[src/hw/mem_wb_pkg.sv]
// memory/writeback back end shared definitions
// pipeline packets, ALU result union, memory and register file sizes

`default_nettype none

package mem_wb_pkg;

        localparam int DATA_W    = 32;
        localparam int REG_AW    = 5;
        localparam int IMM_W     = 16;
        localparam int RAM_WORDS = 256;
        localparam int RAM_AW    = $clog2(RAM_WORDS);

        // data RAM wait states per access
        localparam int DMEM_WAIT = 2;
        localparam int WAIT_CW   = $clog2(DMEM_WAIT + 1);

        typedef logic [WAIT_CW-1:0] wait_cnt_t;
        localparam wait_cnt_t WAIT_LOAD = wait_cnt_t'(DMEM_WAIT);

        // jal link register
        localparam logic [REG_AW-1:0] RA_REG = 5'd31;

        // ALU result seen as a data memory address
        typedef struct packed {
                logic [DATA_W-RAM_AW-3:0] upper;
                logic [RAM_AW-1:0]        word;
                logic [1:0]               offset;
        } dmem_addr_t;

        typedef union packed {
                logic [DATA_W-1:0] raw;
                dmem_addr_t        addr;
        } alu_word_u;

        // packet handed over by execute
        typedef struct packed {
                logic              RegWr;
                logic              MemtoReg;
                logic              MemRead;
                logic              MemWrite;
                logic              jal;
                logic              RegDst;
                logic              LUI;
                logic              halt;
                logic [DATA_W-1:0] NPC;
                logic [REG_AW-1:0] Rd;
                logic [REG_AW-1:0] Rt;
                alu_word_u         port_o;
                logic [DATA_W-1:0] store_data;
                logic [IMM_W-1:0]  imm;
        } ex_mem_t;

        // registered writeback packet
        typedef struct packed {
                logic              RegWr;
                logic              MemtoReg;
                logic              jal;
                logic              RegDst;
                logic              LUI;
                logic              halt;
                logic [DATA_W-1:0] NPC;
                logic [REG_AW-1:0] Rd;
                logic [REG_AW-1:0] Rt;
                alu_word_u         port_o;
                logic [DATA_W-1:0] dmemload;
                logic [IMM_W-1:0]  imm;
        } mem_wb_t;

        typedef struct packed {
                logic              en;
                logic [REG_AW-1:0] addr;
                logic [DATA_W-1:0] data;
        } reg_write_t;

        typedef enum logic [1:0] {
                IDLE,
                ACCESS,
                DONE
        } ctrl_state_e;

endpackage

`default_nettype wire

[src/hw/dmem_ctrl.sv]
// data memory controller
// sequences one word load or store and generates advance, dhit and stall

`default_nettype none

module dmem_ctrl (
        input  logic                                CLK,
        input  logic                                nRST,
        input  logic                                ihit,
        input  mem_wb_pkg::ex_mem_t                 ex_pkt,
        input  logic                                expired,
        output logic                                start,
        output logic                                ram_en,
        output logic                                ram_we,
        output logic [mem_wb_pkg::RAM_AW-1:0]       ram_addr,
        output logic [mem_wb_pkg::DATA_W-1:0]       ram_wdata,
        output mem_wb_pkg::ex_mem_t                 held_pkt,
        output logic                                advance,
        output logic                                dhit,
        output logic                                stall
);

        mem_wb_pkg::ctrl_state_e state;
        mem_wb_pkg::ctrl_state_e next_state;
        mem_wb_pkg::ex_mem_t     pend_pkt;
        logic                    mem_op;
        logic                    accept;
        logic                    accept_mem;

        assign mem_op     = ex_pkt.MemRead | ex_pkt.MemWrite;
        assign accept     = ihit & (state == mem_wb_pkg::IDLE);
        assign accept_mem = accept & mem_op;

        always_ff @(posedge CLK, negedge nRST) begin
                if (!nRST) begin
                        state <= mem_wb_pkg::IDLE;
                        start <= 1'b0;
                end else begin
                        state <= next_state;
                        // timer starts one cycle after acceptance
                        start <= accept_mem;
                end
        end

        // pending load/store packet
        always_ff @(posedge CLK) begin
                if (accept_mem) begin
                        pend_pkt <= ex_pkt;
                end
        end

        always_comb begin
                next_state = state;
                case (state)
                        mem_wb_pkg::IDLE: begin
                                if (accept_mem) begin
                                        next_state = mem_wb_pkg::ACCESS;
                                end
                        end
                        mem_wb_pkg::ACCESS: begin
                                if (expired) begin
                                        next_state = mem_wb_pkg::DONE;
                                end
                        end
                        mem_wb_pkg::DONE: next_state = mem_wb_pkg::IDLE;
                        default:          next_state = mem_wb_pkg::IDLE;
                endcase
        end

        // RAM access on the edge that leaves ACCESS
        assign ram_en    = (state == mem_wb_pkg::ACCESS) & expired;
        assign ram_we    = ram_en & pend_pkt.MemWrite;
        assign ram_addr  = pend_pkt.port_o.addr.word;
        assign ram_wdata = pend_pkt.store_data;

        assign stall    = (state != mem_wb_pkg::IDLE);
        assign dhit     = (state == mem_wb_pkg::DONE);
        // non-memory packets advance straight from ihit
        assign advance  = (accept & ~mem_op) | dhit;
        assign held_pkt = (state == mem_wb_pkg::IDLE) ? ex_pkt : pend_pkt;

endmodule

`default_nettype wire

[config.mk]
export PLATFORM = sky130hd
export DESIGN_NAME = dmem_ctrl
export DESIGN_NICKNAME = d
export VERILOG_FILES = /design/src/hw/mem_wb_pkg.sv /design/src/hw/dmem_ctrl.sv
export SDC_FILE = /design/constraint.sdc
export NUM_CORES = 1
export LEC_CHECK = 0
export BUFFER_PORTS_ARGS = -buffer_cell sky130_fd_sc_hd__buf_2
export CAP_MARGIN = 10
export CORE_UTILIZATION = 46
export CTS_BUF_LIST = sky130_fd_sc_hd__clkbuf_16
export CTS_CLUSTER_DIAMETER = 200
export CTS_CLUSTER_SIZE = 30
export DETAILED_ROUTE_END_ITERATION = 6
export GPL_TIMING_DRIVEN = 1
export PLACE_DENSITY = 0.89
export REMOVE_ABC_BUFFERS = 1
export SLEW_MARGIN = 20
export SYNTH_ARGS = -nofsm -noshare
export SYNTH_HDL_FRONTEND = slang
export SYNTH_SLANG_ARGS = --single-unit
[constraint.sdc]
create_clock -name CLK -period 8.3 [get_ports CLK]
set_clock_uncertainty 0.1 [all_clocks]
set_input_delay 1.66 -clock CLK [delete_from_list [all_inputs] [get_ports CLK]]
set_output_delay 1.66 -clock CLK [all_outputs]
set_load 0.03 [all_outputs]
# Yosys cells after proc, flatten, opt, wreduce, memory -nomap -nowiden
# Index checks and enable logic that the tools add are counted.
# Widths: inputs -> output; s select.
# totals
ff_bits	133
latch_bits	0
ramBits	0
mem_bits_ro	0
inputBits	134
elab_cells	35
n_memories	0
# op_classes
addsub	0
multipliers	0
div	0
n_lt_le_gt_ge	0
n_eq_ne	4
shift	0
mux	4
bitwise_logic	8
n_reduce_logical	3
# op_table
op	n
$mux 130	1
$and 1x1->1	5
$mux 2	2
$ne 2x2->1 const B	2
$pmux 2 s2	1
$eq 2x1->1 const B	1
$eq 2x2->1 const B	1
$logic_not 2->1	1
$or 1x1->1	2
$reduce_and 2->1	1
$reduce_bool 2->1	1
$not 1->1	1

# Logic depth before layout (Yosys ltp)
# depth
ltp_word	5
depth_mapped	5

# Worst setup path after synthesis
# No wires, ideal clock.
# synth_timing
path_type	input to register
start	in ex_pkt[126] (netlist bit)
end	reg start
setup_ns	0.695
arrival_time_ns	7.188
required_time_ns	7.505
setup_slack_ns	0.317
path_stages	2
n_path_buf	0
path_cell_list	o21ai_0 > nor2_1
# synth_via
elab_chain_cells	2
# synth_lines
item	line	source
start: declaration	dmem_ctrl.sv:10	input mem_wb_pkg::ex_mem_t ex_pkt,
$or 1x1->1	dmem_ctrl.sv:30	assign mem_op = ex_pkt.MemRead | ex_pkt.MemWrite;
$and 1x1->1	dmem_ctrl.sv:32	assign accept_mem = accept & mem_op;
via accept_mem	dmem_ctrl.sv:28	logic accept_mem;
end signal: assignment	dmem_ctrl.sv:41	start <= accept_mem;
end: declaration	dmem_ctrl.sv:12	output logic start,
# The timed path passes the listed nets, and every way through them passes these cells.
# A chain may end at the register's enable or synchronous reset.

==> impl_metrics.tcl <==
set metrics [dict create \
    top_layer "met4" \
    syn_inst 330 \
    fin_nets 741 \
    maxSlewViolCount 0 \
    critPathLaunchType "flip-flop" \
    hold_class "reg2reg" \
    rsz0062_at_grt "no" \
    synth_area_leader_cell "edfxtp_1" \
    yosys_register_bits 133 \
    hold_viol 0 \
    die_x_um 119 \
    final_cell_mix "buf_2, edfxtp_1, mux2_4" \
    cts_made_buffers 17 \
    met3WireLength_um 957 \
    postRouteAntennaNets 0 \
    core_um2 13300 \
    critPathCaptureType "primary output" \
    die-area_um2 14200 \
    leakagePower_nw 3.65 \
    pin_count 310 \
    place_congestion 0.828 \
    syn_area_per_cell_um2 19.2 \
    fin_crit_sh_pct 51.8 \
    cts_resized 0 \
    clkLatencyLatePin_ps 410 \
    tightest_slew_ps 1020 \
    avgRoutedWirePerCell_um 16.7 \
    grt_overflow 0 \
    synth-seq-area-share_pct 62.8 \
    drive_gt1_share_pct 75.8 \
    cts_root_buffer "clkbuf_16" \
    place_inst 764 \
    holdBufCountCts 0 \
    dpl-instance-area_um2 7620 \
    port_buffers 309 \
    stdcell_area_um2 8200 \
    dr.pass1.iters 4 \
    fin_crit_ps 4300 \
    viasPerCell 4.80 \
    first_iter_violations 198 \
    grt_pass1_wl_um 20300 \
    totalWireLength_um 13300 \
    cts_max_level 4 \
    yosys_warnings 0 \
    total_power_mw 2.21 \
    setup_viol 0 \
    synthTopCellsByArea "edfxtp_1, mux2_4, mux2_2" \
    grt_util_all_layers_pct 18.6 \
    crit_fanout 66 \
    yosysTopAreaCellShare_pct 61.6 \
    crit_type "reg2out" \
    rows 42 \
    num_vias 3823 \
    clkTransAtPathRegs_ps 60 \
    status "finished, final reports clean" \
    final_cells 796 \
    cts_tree "yes" \
    max_freq_mhz 233 \
    cts.sinks 133 \
    hpwlAfterDp_um 9790 \
    grt_max_degree 67 \
    peakVddDrop_mv 0.201 \
    cp.required_ps 6540 \
    start_util_pct 47.4 \
    ff2ff_path_depth 4 \
    ys_types 15 \
    num_antenna_cells 0 \
    whs_ps 420 \
    die_y_um 119 \
    cellPowerDensity_nw_per_um2 270 \
    final_common_cell "buf_2" \
    drv_cap 0 \
    antenna_found_initial 0 \
    grt_pass1_vias 4031 \
    syn_to_final_growth_pct 29.4 \
    min_path_cells 1 \
    cp.arrival_ps 2540 \
    wl_met2_um 6960 \
    cts_setup_buffers 0 \
    drc 0 \
    syn-cell-area_um2 6330 \
    wl_met1_um 5060 \
    relSlewSlack_pct 31.8 \
    clk_path_buf_depth 2 \
]
## path summary, 6_finish.rpt
| path | start | end | slack (ps) |
|---|---|---|---|
| setup / recovery | state[0] | held_pkt[12] | 4000 |
| min in group asynchronous | nRST | state[0] | 940 |
| max in group asynchronous | nRST | state[1] | 7040 |
| setup reg to reg | state[0] | ram_wdata[21] | 5680 |
| hold reg to reg | state[1] | state[0] | 420 |
| hold / removal | state[1] | state[0] | 420 |
## cells by family after synthesis
| family | share of synthesized area, % |
|---|---|
| DFF | 62.8 |
| muxes | 28.0 |
| buffers and inverters | 8.16 |
| and+or+nand+nor | 0.810 |
| AOI/OAI and AO/OA | 0.158 |
## registers in the layout (all words and copies together), names as in the netlist
name,flops
ram_wdata,32
pend_pkt,90
state,2
start,1
ram_addr,8
## cell usage after synthesis (all sizes together)
master  instances
edfxtp        130
mux2          131
buf            55
dfrtp           3
and2            1
a21oi           1
nor2b           1
nor2            4
o21ai           1
or2             1
and3b           2
## layer usage
layer  global-route usage (%)  vias up
li1                         -     1777
met1                     20.3     1839
met2                     32.6      183
met3                     5.70       24
met4                     9.45        0
met5                        0        -
## power breakdown
| group | switching (mW) | internal, mW | leakage (nW) |
|---|---|---|---|
| Clock | 0.262 | 0.462 | 0.276 |
| Sequential | 0.0175 | 0.800 | 1.25 |
| Combinational | 0.411 | 0.257 | 2.12 |
## area by class of cell
class,count,area (µm²)
multi-input combinational,142,1850
clock inverter,15,148
timing repair buffer,313,1580
sequential,133,3980
fill,1013,5150
clock buffer,17,425
tap,176,220
## stage by stage
| stage | setup slack [ps] | utilization [%] | TNS (ps) |
|---|---|---|---|
| global placement | 4300 | 57.1 | 0 |
| global route | 3880 | 61.4 | 0 |
| detailed placement | 4280 | 57.1 | 0 |
| CTS | 4010 | 61.4 | 0 |
| finish | 4000 | 61.4 | 0 |
| floorplan | -5200 | - | -680890 |
## critical path, stage by stage (launching register included)
cell     delay, ps
dfrtp_1        430
or2_4          240
buf_4          770
mux2_2         420
buf_2          180
Power figures use the tool's default switching activity.
