<file path="config.mk">
export PLATFORM = sky130hd
export DESIGN_NAME = regfile_wb
export DESIGN_NICKNAME = d
export VERILOG_FILES = /design/src/hw/mem_wb_pkg.sv /design/src/hw/regfile_wb.sv
export SDC_FILE = /design/constraint.sdc
export NUM_CORES = 1
export LEC_CHECK = 0
export BUFFER_PORTS_ARGS = -buffer_cell sky130_fd_sc_hd__buf_2
export CAP_MARGIN = 20
export CELL_PAD_IN_SITES_DETAIL_PLACEMENT = 1
export CELL_PAD_IN_SITES_GLOBAL_PLACEMENT = 2
export CORE_MARGIN = 3
export CORE_UTILIZATION = 42
export CTS_BUF_LIST = sky130_fd_sc_hd__clkbuf_2 sky130_fd_sc_hd__clkbuf_4 sky130_fd_sc_hd__clkbuf_8
export DETAILED_ROUTE_END_ITERATION = 8
export PLACE_DENSITY_LB_ADDON = 0.1
export SLEW_MARGIN = 20
export SYNTH_ARGS = -nofsm -noshare
export SYNTH_HDL_FRONTEND = slang
export SYNTH_SLANG_ARGS = --single-unit
</file>
<file path="constraint.sdc">
create_clock -name CLK -period 2.3 [get_ports CLK]
set_input_delay 0.23 -clock CLK [delete_from_list [all_inputs] [get_ports CLK]]
set_output_delay 0.23 -clock CLK [all_outputs]
set_load 0.005 [all_outputs]
</file>
<file path="src/hw/mem_wb_pkg.sv">
// memory/writeback back end shared definitions
// pipeline packets, ALU result union, memory and register file sizes

`default_nettype none

package mem_wb_pkg;

        localparam int DATA_W    = 32;
        localparam int REG_AW    = 5;
        localparam int IMM_W     = 16;
        localparam int RAM_WORDS = 256;
        localparam int RAM_AW    = $clog2(RAM_WORDS);

        // data RAM wait states per access
        localparam int DMEM_WAIT = 2;
        localparam int WAIT_CW   = $clog2(DMEM_WAIT + 1);

        typedef logic [WAIT_CW-1:0] wait_cnt_t;
        localparam wait_cnt_t WAIT_LOAD = wait_cnt_t'(DMEM_WAIT);

        // jal link register
        localparam logic [REG_AW-1:0] RA_REG = 5'd31;

        // ALU result seen as a data memory address
        typedef struct packed {
                logic [DATA_W-RAM_AW-3:0] upper;
                logic [RAM_AW-1:0]        word;
                logic [1:0]               offset;
        } dmem_addr_t;

        typedef union packed {
                logic [DATA_W-1:0] raw;
                dmem_addr_t        addr;
        } alu_word_u;

        // packet handed over by execute
        typedef struct packed {
                logic              RegWr;
                logic              MemtoReg;
                logic              MemRead;
                logic              MemWrite;
                logic              jal;
                logic              RegDst;
                logic              LUI;
                logic              halt;
                logic [DATA_W-1:0] NPC;
                logic [REG_AW-1:0] Rd;
                logic [REG_AW-1:0] Rt;
                alu_word_u         port_o;
                logic [DATA_W-1:0] store_data;
                logic [IMM_W-1:0]  imm;
        } ex_mem_t;

        // registered writeback packet
        typedef struct packed {
                logic              RegWr;
                logic              MemtoReg;
                logic              jal;
                logic              RegDst;
                logic              LUI;
                logic              halt;
                logic [DATA_W-1:0] NPC;
                logic [REG_AW-1:0] Rd;
                logic [REG_AW-1:0] Rt;
                alu_word_u         port_o;
                logic [DATA_W-1:0] dmemload;
                logic [IMM_W-1:0]  imm;
        } mem_wb_t;

        typedef struct packed {
                logic              en;
                logic [REG_AW-1:0] addr;
                logic [DATA_W-1:0] data;
        } reg_write_t;

        typedef enum logic [1:0] {
                IDLE,
                ACCESS,
                DONE
        } ctrl_state_e;

endpackage

`default_nettype wire

</file>
<file path="src/hw/regfile_wb.sv">
// writeback select and register file
// picks value and destination, writes 32 registers, one async read port

`default_nettype none

module regfile_wb (
        input  logic                          CLK,
        input  logic                          nRST,
        input  mem_wb_pkg::mem_wb_t           mwb,
        input  logic [mem_wb_pkg::REG_AW-1:0] rd_sel,
        output mem_wb_pkg::reg_write_t        rf_wr,
        output logic [mem_wb_pkg::DATA_W-1:0] rd_data
);

        logic [mem_wb_pkg::DATA_W-1:0] regs [2**mem_wb_pkg::REG_AW];
        logic [mem_wb_pkg::DATA_W-1:0] wr_value;
        logic [mem_wb_pkg::REG_AW-1:0] wr_dest;

        // jal over load over lui over alu
        always_comb begin
                if (mwb.jal) begin
                        wr_value = mwb.NPC;
                end else if (mwb.MemtoReg) begin
                        wr_value = mwb.dmemload;
                end else if (mwb.LUI) begin
                        wr_value = {mwb.imm, {(mem_wb_pkg::DATA_W - mem_wb_pkg::IMM_W){1'b0}}};
                end else begin
                        wr_value = mwb.port_o.raw;
                end
        end

        always_comb begin
                if (mwb.jal) begin
                        wr_dest = mem_wb_pkg::RA_REG;
                end else if (mwb.RegDst) begin
                        wr_dest = mwb.Rd;
                end else begin
                        wr_dest = mwb.Rt;
                end
        end

        // $zero stays zero
        assign rf_wr.en   = mwb.RegWr & (wr_dest != '0);
        assign rf_wr.addr = wr_dest;
        assign rf_wr.data = wr_value;

        always_ff @(posedge CLK, negedge nRST) begin
                if (!nRST) begin
                        for (int i = 0; i < 2**mem_wb_pkg::REG_AW; i++) begin
                                regs[i] <= '0;
                        end
                end else if (rf_wr.en) begin
                        regs[rf_wr.addr] <= rf_wr.data;
                end
        end

        assign rd_data = regs[rd_sel];

endmodule

`default_nettype wire

</file>
==> Word-level counts from Yosys, hierarchy flattened <==
Cells that the tools add are included.
{ "classes": {"n_lt_le_gt_ge": 3, "mux": 11, "n_bitwise": 3, "n_reduce_logical": 2} }
{ "ops": {"columns": ["operator", "count"], "rows": [
  ["$bwmux 1024", 1],
  ["$mux 32", 6],
  ["$bmux 32 s5", 1],
  ["$demux 32 s5", 1],
  ["$ge 6x6->1 const B", 2],
  ["$not 5->6", 2],
  ["$mux 5", 2],
  ["$lt 6x1->1 const B", 1],
  ["$reduce_bool 5->1", 1],
  ["$and 1x1->1", 1],
  ["$logic_and 1x1->1", 1]
]} }
{ "word_totals": {"register_bits": 1024, "out_inout_bits": 70} }

==> Logic depth before layout (Yosys ltp) <==
Gate-level depths: netlist of run 1.
{ "depth": {"depth_word": 8, "ltp_mapped": 9, "ltp_nobuf": 6} }

==> Least setup slack after synthesis of run 1 <==
Ideal clock, no wire load.
{ "synth_path": {"path_type": "input port to flip-flop", "start": "input mwb[124] (netlist name)", "end": "register regs[969] (netlist name)", "setup_time_ps": 125, "arrival_time_ps": 1929, "required_ps": 2175, "setup_slack_ps": 247, "cell_stages": 6, "n_path_buf": 2, "path_cell_list": "buf_6 > mux2_2 > nor4_4 > and3_1 > buf_4 > mux2_2"} }
{ "synth_between": {"elab_chain_cells": 8, "elab_cells_between_ends": 11, "classes_between": "order compare: 2; mux: 5; bitwise: 2; reduce/logical: 2"} }
{ "synth_rtl": {"columns": ["element", "line_no", "source"], "rows": [
  ["start: declaration", "regfile_wb.sv:9", "input mem_wb_pkg::mem_wb_t mwb,"],
  ["$mux 5 *", "regfile_wb.sv:35", "end else if (mwb.RegDst) begin"],
  ["$mux 5 *", "regfile_wb.sv:33", "if (mwb.jal) begin"],
  ["$not 5->6 (implied by the code)", "regfile_wb.sv:53", "regs[rf_wr.addr] <= rf_wr.data;"],
  ["$ge 6x6->1 (implied by the code) or $lt 6x1->1 (tied branches)", "regfile_wb.sv:53", null],
  ["$logic_and 1x1->1 (implied by the code)", "regfile_wb.sv:53", null],
  ["$mux 32 (implied by the code)", "regfile_wb.sv:53", null],
  ["$demux 32 s5", "regfile_wb.sv:53", null],
  ["$bwmux 1024", "regfile_wb.sv:53", null],
  ["end signal: indexed assignment", "regfile_wb.sv:53", null],
  ["end: declaration", "regfile_wb.sv:15", "logic [mem_wb_pkg::DATA_W-1:0] regs [2**mem_wb_pkg::REG_AW];"]
]} }
Every way passes the cells marked *; elsewhere a longest branch is shown, timed or not.
A chain may end at the register's enable or synchronous reset.

==> Final worst setup path of run 1 <==
{ "layout_path": {"start": "register regs[828] (netlist name)", "end": "output rd_data[28] (netlist name)"} }
{ "layout_between": {"elab_chain_cells": 3} }
{ "layout_rtl": {"columns": ["element", "line_no", "source"], "rows": [
  ["$bmux 32 s5", "regfile_wb.sv:57", "assign rd_data = regs[rd_sel];"],
  ["$mux 32 (implied by the code) (2 in a row)", "regfile_wb.sv:57", null],
  ["end: declaration", "regfile_wb.sv:12", "output logic [mem_wb_pkg::DATA_W-1:0] rd_data"]
]} }
Every way passes these cells. The select of a mux whose other input is x is not followed.

==> results.md, run 1 <==
| Item | This run |
|:---|:---|
| All-layer global routing usage | 28.16% |
| Total Power | 47.14 mW |
| Die width | 337.3 um |
| CTS sink count | 1024 |
| Ranking of synthesized cells by area | sky130_fd_sc_hd__dfrtp_1 56%, sky130_fd_sc_hd__mux2i_1 11%, sky130_fd_sc_hd__o21ai_0 8.2%, sky130_fd_sc_hd__nand2_1 7.3%, sky130_fd_sc_hd__mux2_2 3.6% |
| Number of instances in the synthesized netlist | 4571 |
| Post-route minimum period | 2.515 ns |
| Portion of total power attributed to sequential cells | 46.7% |
| Final worst slack | -0.2148 ns |
| Initial antenna violation count | 5 |
| Via density | 5.519 |
| Top-count cell post-synth | sky130_fd_sc_hd__dfrtp_1 |
| Post-synth ARST share | 100.0% |
| Crit Path Class | reg -> out |
| Avg Cell Area, Syn | 10.09 um^2 |
| Pin count of the biggest net entering global routing | 92 |
| Number of synthesized register bits | 1024 |
| Max reg flops | 1024 |
| Post-route clock skew | 0 ns |
| Min-Delay Path Class | in -> reg |
| DP HPWL | 101800 um |
| Final-stage net count | 5006 |
| Final core occ | 51.86% |
| Max Cap Violations | 0 |
| Syn Nets | 4706 |
| Count of buffers inserted at the top-level ports | 203 |
| Number of I/O pins | 205 |
| Share of power burned in the clock network | 38.2% |
| Power density over the cells | 841.9 nW/um^2 |
| Startpoint kind of the worst setup timing path | flop |
| H-Tree Level Count | 4 |
| Area share of the leading cell type in the synthesized netlist | 55.58% |
| Chip height | 337.3 um |
| Post-synthesis to final-layout area growth | 21.43% |
| Area of the mapped netlist | 46110 um^2 |
| Count of nets left with antenna violations after detail routing | 0 |
| Pre-Repair DR Iteration Count | 5 |
| Arrival @ worst endpoint | 2.28 ns |
| Slew of the pin with the lowest slew margin | 0.6021 ns |
| EDFF count, synth | 0 |
| Endpoint class of the critical path | output pin |
| Number of buffers created by CTS | 182 |
| Largest area contributor in the synthesized netlist | sky130_fd_sc_hd__dfrtp_1 |
| Later-pin clock latency in the skew report | 0.86 ns |
| Leakage power figure | 26.85 nW |
| Net switching fraction of the power | 27.75% |
| WP data required | 2.07 ns |
| Top cells by instance count after synthesis | 1024 x sky130_fd_sc_hd__dfrtp_1, 901 x sky130_fd_sc_hd__nand2_1, 758 x sky130_fd_sc_hd__o21ai_0 |
| Combinational share of power | 15.0% |
| Number of warnings issued by yosys | 0 |
| Worst supply voltage drop on vdd | 0.3863 mV |
| Clock slew at the register clock pins of the worst setup and hold paths | 0.06 ns |
| Post-placement cell area | 51180 um^2 |
| Sum of negative setup slack | -3.517 ns |
| Status | finished, violations left |
| TritonCTS clock tree | yes |
| Reg with most FFs | regs |
| Number of distinct standard cells referenced by the synthesized netlist | 45 |
| Post-route clock period utilization | 109.3% |
| Weighted congestion reported at the end of routability-driven placement | 0.7564 |
| Die Footprint | 113800 um^2 |
| Final number of setup-violating endpoints | 28 |
| Via count | 35430 |
| Max FO, Critical Path | 2 |
| Starting density of the core | 42.71% |
| Global route total overflow | 0 |
| Total net switching power | 13.08 mW |
| Clock root cell | sky130_fd_sc_hd__clkbuf_8 |
| Share of cells above drive strength 1 | 21.77% |
| Avg WL per Cell | 24.64 um |
| DRT iter0 DRCs | 2111 |
| Max-slew violation count | 0 |
| First-pass GRT wire length | 239700 um |
| Sequential-to-total area share from yosys stat | 55.58% |
| Unrepaired setup endpoints after global routing | true |
| Finished layout cell area | 55990 um^2 |
| Rows | 120 |
| Final hold vios | 0 |
| Total wire length after detailed routing | 158200 um |
| Maximum root-to-sink buffer count | 3 |
| Internal Power | 34.06 mW |
| Main flop type after synthesis | sky130_fd_sc_hd__dfrtp_1 |
| Violations in the final reports | negative setup slack |
| Worst slew margin | 59.86% |
| Achievable Freq | 0.3976 GHz |
| Detailed-route DRC error count | 0 |
| Number of global-route vias before repair | 37230 |
| Area of the placeable core | 108000 um^2 |
| Largest registers | regs: 1024 flops |
-- worst max-delay path: stages (launching register included) --
cell	delay [ns]
sky130_fd_sc_hd__dfrtp_1	0.39
sky130_fd_sc_hd__mux2i_1	0.15
sky130_fd_sc_hd__a22o_1	0.18
sky130_fd_sc_hd__nor3_2	0.05
sky130_fd_sc_hd__a31oi_1	0.17
sky130_fd_sc_hd__buf_4	0.16
sky130_fd_sc_hd__nand3_2	0.07
sky130_fd_sc_hd__buf_6	0.14
sky130_fd_sc_hd__buf_6	0.11
-- path summary, 6_finish.rpt --
kind / from / endpoint / slack, ns / cells past startpoint
setup / recovery: regs[828]$_DFFE_PN0P_ / rd_data[28] / -0.21 / 8
hold / removal: mwb[46] / regs[190]$_DFFE_PN0P_ / 0.08 / 5
setup reg to reg: regs[941]$_DFFE_PN0P_ / regs[941]$_DFFE_PN0P_ / 1.33 / 3
hold reg to reg: regs[997]$_DFFE_PN0P_ / regs[997]$_DFFE_PN0P_ / 0.37 / 0
max in group asynchronous: nRST / regs[215]$_DFFE_PN0P_ / 1.53 / 4
min in group asynchronous: nRST / regs[10]$_DFFE_PN0P_ / 0.13 / 3
-- timing repair --
action / CTS / global route
setup endpoints to repair: 32 / 34
gates resized for setup: 46 / 32
setup buffers: 8 / 13
pin swaps: 34 / 53
endpoints found under the hold margin: 1454 / 0
hold buffers: 32 / 0
-- power by group through the flow --
stage	clock network, mW	registers (mW)	logic [mW]
after floorplan	0	21.9	4.23
after global placement	0	22.2	6.64
after detailed placement	0	22.3	6.87
after CTS	18.5	22.0	7.06
after global routing	19.4	22.3	7.96
final	18.0	22.0	7.08
-- cell usage in the layout, fill, tap and decap left out, types with 73 or more instances in the layout --
cell                          n
sky130_fd_sc_hd__dfrtp_1   1024
sky130_fd_sc_hd__nand2_1    898
sky130_fd_sc_hd__o21ai_0    758
sky130_fd_sc_hd__mux2i_1    529
sky130_fd_sc_hd__clkbuf_8   234
sky130_fd_sc_hd__a21oi_1    193
sky130_fd_sc_hd__buf_4      189
sky130_fd_sc_hd__buf_2      188
sky130_fd_sc_hd__mux2_2     146
sky130_fd_sc_hd__buf_12     126
sky130_fd_sc_hd__a22oi_1    113
sky130_fd_sc_hd__nor2_1      98
sky130_fd_sc_hd__nand3_1     78
sky130_fd_sc_hd__clkbuf_4    73
-- logic make-up after synthesis --
group | after synthesis | synth area share, %
simple gates | 1183 | 10.55
compound gates | 1214 | 14.69
buf+inv | 475 | 4.141
flops | 1024 | 55.58
mux | 675 | 15.05
-- cell type report --
cell class              count  area (um^2)
diodes                      5        12.51
flip-flops and latches   1024        25620
fillers                 11760        51970
clock buffers             307         3769
well taps                1403         1755
inverters                  38        142.6
multi-input cells        3072        19130
clock inverters            17        137.6
repair buffers            553         5414
-- through the flow --
step	hold WS [ns]	worst slack [ns]	std cells
floorplan	-0.06559	0.2468	4571
global placement	0.1885	0.0001468	6039
detailed placement	0.1914	-0.02847	6039
CTS	0.001699	-0.3549	6402
global route	0.04254	-0.3741	6416
finish	0.07888	-0.2148	6419
-- metal layers --
metal	part of all wire [%]	global-route usage, %	vias to the layer above
met1	49	41.16	18130
met5	0	0	-
met3	4.2	4.832	208
met4	2.0	6.855	0
met2	45	43.64	670
li1	-	-	16420
Power figures use the tool's default switching activity.
==> inputs of run 2 (changes only) <==
--- a/config.mk
+++ b/config.mk
@@ -5,12 +5,13 @@
 export SDC_FILE = /design/constraint.sdc
 export NUM_CORES = 1
 export LEC_CHECK = 0
+export ABC_AREA = 1
 export BUFFER_PORTS_ARGS = -buffer_cell sky130_fd_sc_hd__buf_2
 export CAP_MARGIN = 20
 export CELL_PAD_IN_SITES_DETAIL_PLACEMENT = 1
 export CELL_PAD_IN_SITES_GLOBAL_PLACEMENT = 2
 export CORE_MARGIN = 3
-export CORE_UTILIZATION = 42
+export CORE_UTILIZATION = 38
 export CTS_BUF_LIST = sky130_fd_sc_hd__clkbuf_2 sky130_fd_sc_hd__clkbuf_4 sky130_fd_sc_hd__clkbuf_8
 export DETAILED_ROUTE_END_ITERATION = 8
 export PLACE_DENSITY_LB_ADDON = 0.1
==> run 2 against run 1 <==
Compared with the run above: the run still ends with negative setup slack left; area after synthesis grew 4.2%; die area grew 15%; first-iteration DRC count grew 39%; total power grew 11%; synthesized cell count grew 36%; largest cell class unchanged; highest routed layer unchanged.
==> results.md, run 2 <==
| Item | This run | vs previous |
|:---|:---|:---|
| Largest registers | regs: 1024 flops |  |
| Number of I/O pins | 205 | unchanged |
| R2R setup slack | 1.38 ns | +0.05 ns |
| Die Footprint | 130700 um^2 | +15% |
| Final worst slack | -0.06022 ns | +0.1546 ns |
| CP Cell Sequence | nand2_1, nand3_1, nand3_4, nand2_4, nand2_4, nand2_1, nand2_1, nand2_2, buf_2 |  |
| Largest area contributor in the synthesized netlist | sky130_fd_sc_hd__dfrtp_1 |  |
| Critical path buffers and inverters | 1 | -2 |
| Synth Area in Compound Gates | 11.39% | -3.3 points |
| Share of cell area taken by muxes after synthesis | 0% | -15 points |
| Leakage power figure | 28.23 nW | +5.2% |
| Number of synthesized register bits | 1024 | unchanged |
| TritonCTS clock tree | yes |  |
| Worst supply voltage drop on vdd | 0.6074 mV | +57% |
| Post-synthesis to final-layout area growth | 22.09% |  |
| Delay contributed by the slowest stage of the critical path | 0.39 ns | about the same |
| Reg with most FFs | regs |  |
| H-Tree Level Count | 4 | unchanged |
| Power density over the cells | 890.6 nW/um^2 | +5.8% |
| Arrival @ worst endpoint | 2.13 ns | -0.15 ns |
| WP data required | 2.07 ns | about the same |
| CTS sink count | 1024 | unchanged |
| Status | finished, violations left |  |
| Final hold vios | 0 | unchanged |
| Worst slew margin | 49.87% | -10 points |
| Post-route clock skew | 0 ns | unchanged |
| Post-placement cell area | 52450 um^2 | +2.5% |
| Clock slew at the register clock pins of the worst setup and hold paths | 0.06 ns | about the same |
| Top cells by instance count after synthesis | 2527 x sky130_fd_sc_hd__nand2_1, 1024 x sky130_fd_sc_hd__dfrtp_1, 768 x sky130_fd_sc_hd__nand3_1 |  |
| Area of the mapped netlist | 48030 um^2 | +4.2% |
| Pin count of the biggest net entering global routing | 72 | -22% |
| Max-slew violation count | 0 | unchanged |
| Area of the placeable core | 124600 um^2 | +15% |
| Number of instances in the synthesized netlist | 6208 | +36% |
| Fill count | 15060 | +28% |
| Final core occ | 47.06% | -4.8 points |
| Number of distinct standard cells referenced by the synthesized netlist | 24 | -47% |
| Cell with the biggest individual delay on the critical path | sky130_fd_sc_hd__dfrtp_1 |  |
| Simple-gate portion of the synthesized area | 30.31% | +20 points |
| Min-Delay Path Class | in -> async |  |
| Detailed-route DRC error count | 0 | unchanged |
| Adder-cell area share of the yosys netlist | 0% | unchanged |
| Max Cap Violations | 0 | unchanged |
| Portion of total power attributed to sequential cells | 45.4% | -1.3 points |
| Endpoint class of the critical path | output pin |  |
| Count of buffers inserted at the top-level ports | 203 | unchanged |
| DRT iter0 DRCs | 2932 | +39% |
| Via count | 43250 | +22% |
| Sequential-to-total area share from yosys stat | 53.36% | -2.2 points |
| Finished layout cell area | 58640 um^2 | +4.7% |
| Clock root cell | sky130_fd_sc_hd__clkbuf_8 |  |
| Unrepaired setup endpoints after global routing | true |  |
| Pre-Repair DR Iteration Count | 5 | unchanged |
| Main combinational cell family by area after synthesis | simple AND/OR/NAND/NOR gates |  |
| Slew of the pin with the lowest slew margin | 0.7519 ns | +0.1498 ns |
| Net switching fraction of the power | 30.44% | +2.7 points |
| Total wire length after detailed routing | 172600 um | +9.1% |
| Weighted congestion reported at the end of routability-driven placement | 0.7903 | +4.5% |
| Top-count cell post-synth | sky130_fd_sc_hd__nand2_1 |  |
| Achievable Freq | 0.4237 GHz | +6.6% |
| Total net switching power | 15.90 mW | +22% |
| Post-Synth XOR/XNOR Area | 0% | unchanged |
| Post-synth ARST share | 100.0% | unchanged |
| Number of warnings issued by yosys | 0 | unchanged |
| Crit Path Class | reg -> out |  |
| Main flop type after synthesis | sky130_fd_sc_hd__dfrtp_1 |  |
| Max FO, Critical Path | 2 | unchanged |
| Via density | 5.259 | -4.7% |
| Violations in the final reports | negative setup slack |  |
| DP HPWL | 108800 um | +6.8% |
| Number of buffers created by CTS | 186 | +2.2% |
| Starting density of the core | 38.54% | -4.2 points |
| First-pass GRT wire length | 270500 um | +13% |
| Internal Power | 36.32 mW | +6.7% |
| Final-stage net count | 6575 | +31% |
| Share of power burned in the clock network | 35.4% | -2.8 points |
| Number of global-route vias before repair | 44660 | +20% |
| Global route total overflow | 0 | unchanged |
| Sum of negative setup slack | -0.4257 ns | +3.091 ns |
| Die width | 361.5 um | +7.2% |
| Most common library cell in the layout ignoring fill and taps | sky130_fd_sc_hd__nand2_1 |  |
| Crit path max-delay family | simple AND/OR/NAND/NOR gates |  |
| Setup Slack @ Placement | 0.1097 ns | +0.1382 ns |
| Initial antenna violation count | 5 | unchanged |
| Rows | 129 | +7.5% |
| Syn Nets | 6343 | +35% |
| Cell occurring most often along the worst timing path | sky130_fd_sc_hd__nand2_1 |  |
| Final number of setup-violating endpoints | 14 | -50% |
| Startpoint kind of the worst setup timing path | flop |  |
| EDFF count, synth | 0 | unchanged |
| Chip height | 361.5 um | +7.2% |
| Share of cells above drive strength 1 | 18.52% | -3.2 points |
| Maximum root-to-sink buffer count | 3 | unchanged |
| Max reg flops | 1024 | unchanged |
| Area share of the leading cell type in the synthesized netlist | 53.36% | -2.2 points |
| Post-route minimum period | 2.360 ns | -0.1546 ns |
| Combinational share of power | 19.2% | +4.2 points |
| Count of nets left with antenna violations after detail routing | 0 | unchanged |
| Ranking of synthesized cells by area | sky130_fd_sc_hd__dfrtp_1 53%, sky130_fd_sc_hd__nand2_1 20%, sky130_fd_sc_hd__nand3_1 8.0%, sky130_fd_sc_hd__o21ai_0 4.6%, sky130_fd_sc_hd__o21ai_1 3.9% |  |
| All-layer global routing usage | 26.49% | -1.7 points |
| Post-route clock period utilization | 102.6% | -6.7 points |
| Most frequent cells in the layout | 2395 x sky130_fd_sc_hd__nand2_1, 1024 x sky130_fd_sc_hd__dfrtp_1, 647 x sky130_fd_sc_hd__nand3_1 |  |
| Avg WL per Cell | 20.99 um | -15% |
| Avg Cell Area, Syn | 7.736 um^2 | -23% |
| Later-pin clock latency in the skew report | 0.87 ns | about the same |
-- run 2: worst paths after layout --
check | startpoint | endpoint | cells after the start
worst max-delay path | regs[130]$_DFFE_PN0P_ | rd_data[2] | 9
worst min-delay path | nRST | regs[362]$_DFFE_PN0P_ | 3
worst max register to register | regs[796]$_DFFE_PN0P_ | regs[796]$_DFFE_PN0P_ | 4
worst min register to register | regs[999]$_DFFE_PN0P_ | regs[999]$_DFFE_PN0P_ | 0
max in group asynchronous | nRST | regs[350]$_DFFE_PN0P_ | 4
min in group CLK | mwb[112] | regs[86]$_DFFE_PN0P_ | 6
-- run 2: power by group through the flow --
stage          logic (mW)  registers, mW  clock network [mW]
6_report             10.0           23.7                18.5
4_1_cts              9.68           23.6                19.0
3_5_place_dp         9.28           23.9                   0
5_1_grt              11.5           24.1                19.9
3_3_place_gp         8.95           23.8                   0
2_1_floorplan        6.03           23.4                   0
-- run 2: routing by layer --
layer	up-vias	share of wire [%]	global-route usage [%]
met5	-	0	0
met4	0	1.5	5.864
met3	184	4.5	4.068
met2	847	44	40.63
met1	21590	50	39.53
li1	20630	-	-
-- run 2: logic make-up after synthesis --
family	Yosys count
simple gates	3555
flops	1024
compound gates	1041
buf+inv	588
-- run 2: final cells by class --
class,instances,area [um^2],area share [%]
well taps,1637,2048,3.493
clock buffers,317,3875,6.609
multi-input cells,4596,21230,36.21
repair buffers,578,5495,9.372
clock inverters,17,127.6,0.2177
inverters,54,231.5,0.3948
flip-flops and latches,1024,25620,43.70
diodes,1,2.502,0.004268
-- run 2: per-stage QoR --
step / total power [mW] / hold slack, ns / instances
finish: 52.22 / 0.1187 / 8224
global placement: 32.74 / 0.1928 / 7783
floorplan: 29.45 / -0.06559 / 6208
global route: 55.51 / 0.07624 / 8224
detailed placement: 33.20 / 0.1895 / 7783
CTS: 52.35 / 0.01157 / 8191
-- run 2: repair_timing --
item,in CTS,in global routing
endpoints found under the setup margin,32,50
hold buffers,69,0
setup buffers,5,31
gates cloned,0,1
pin swaps,115,108
hold endpoints to repair,1638,0
resized for setup,162,152
-- run 2: worst min-delay path, delay by kind of cell --
family	cells	cell delay [ns]
buffers and inverters	3	1.11
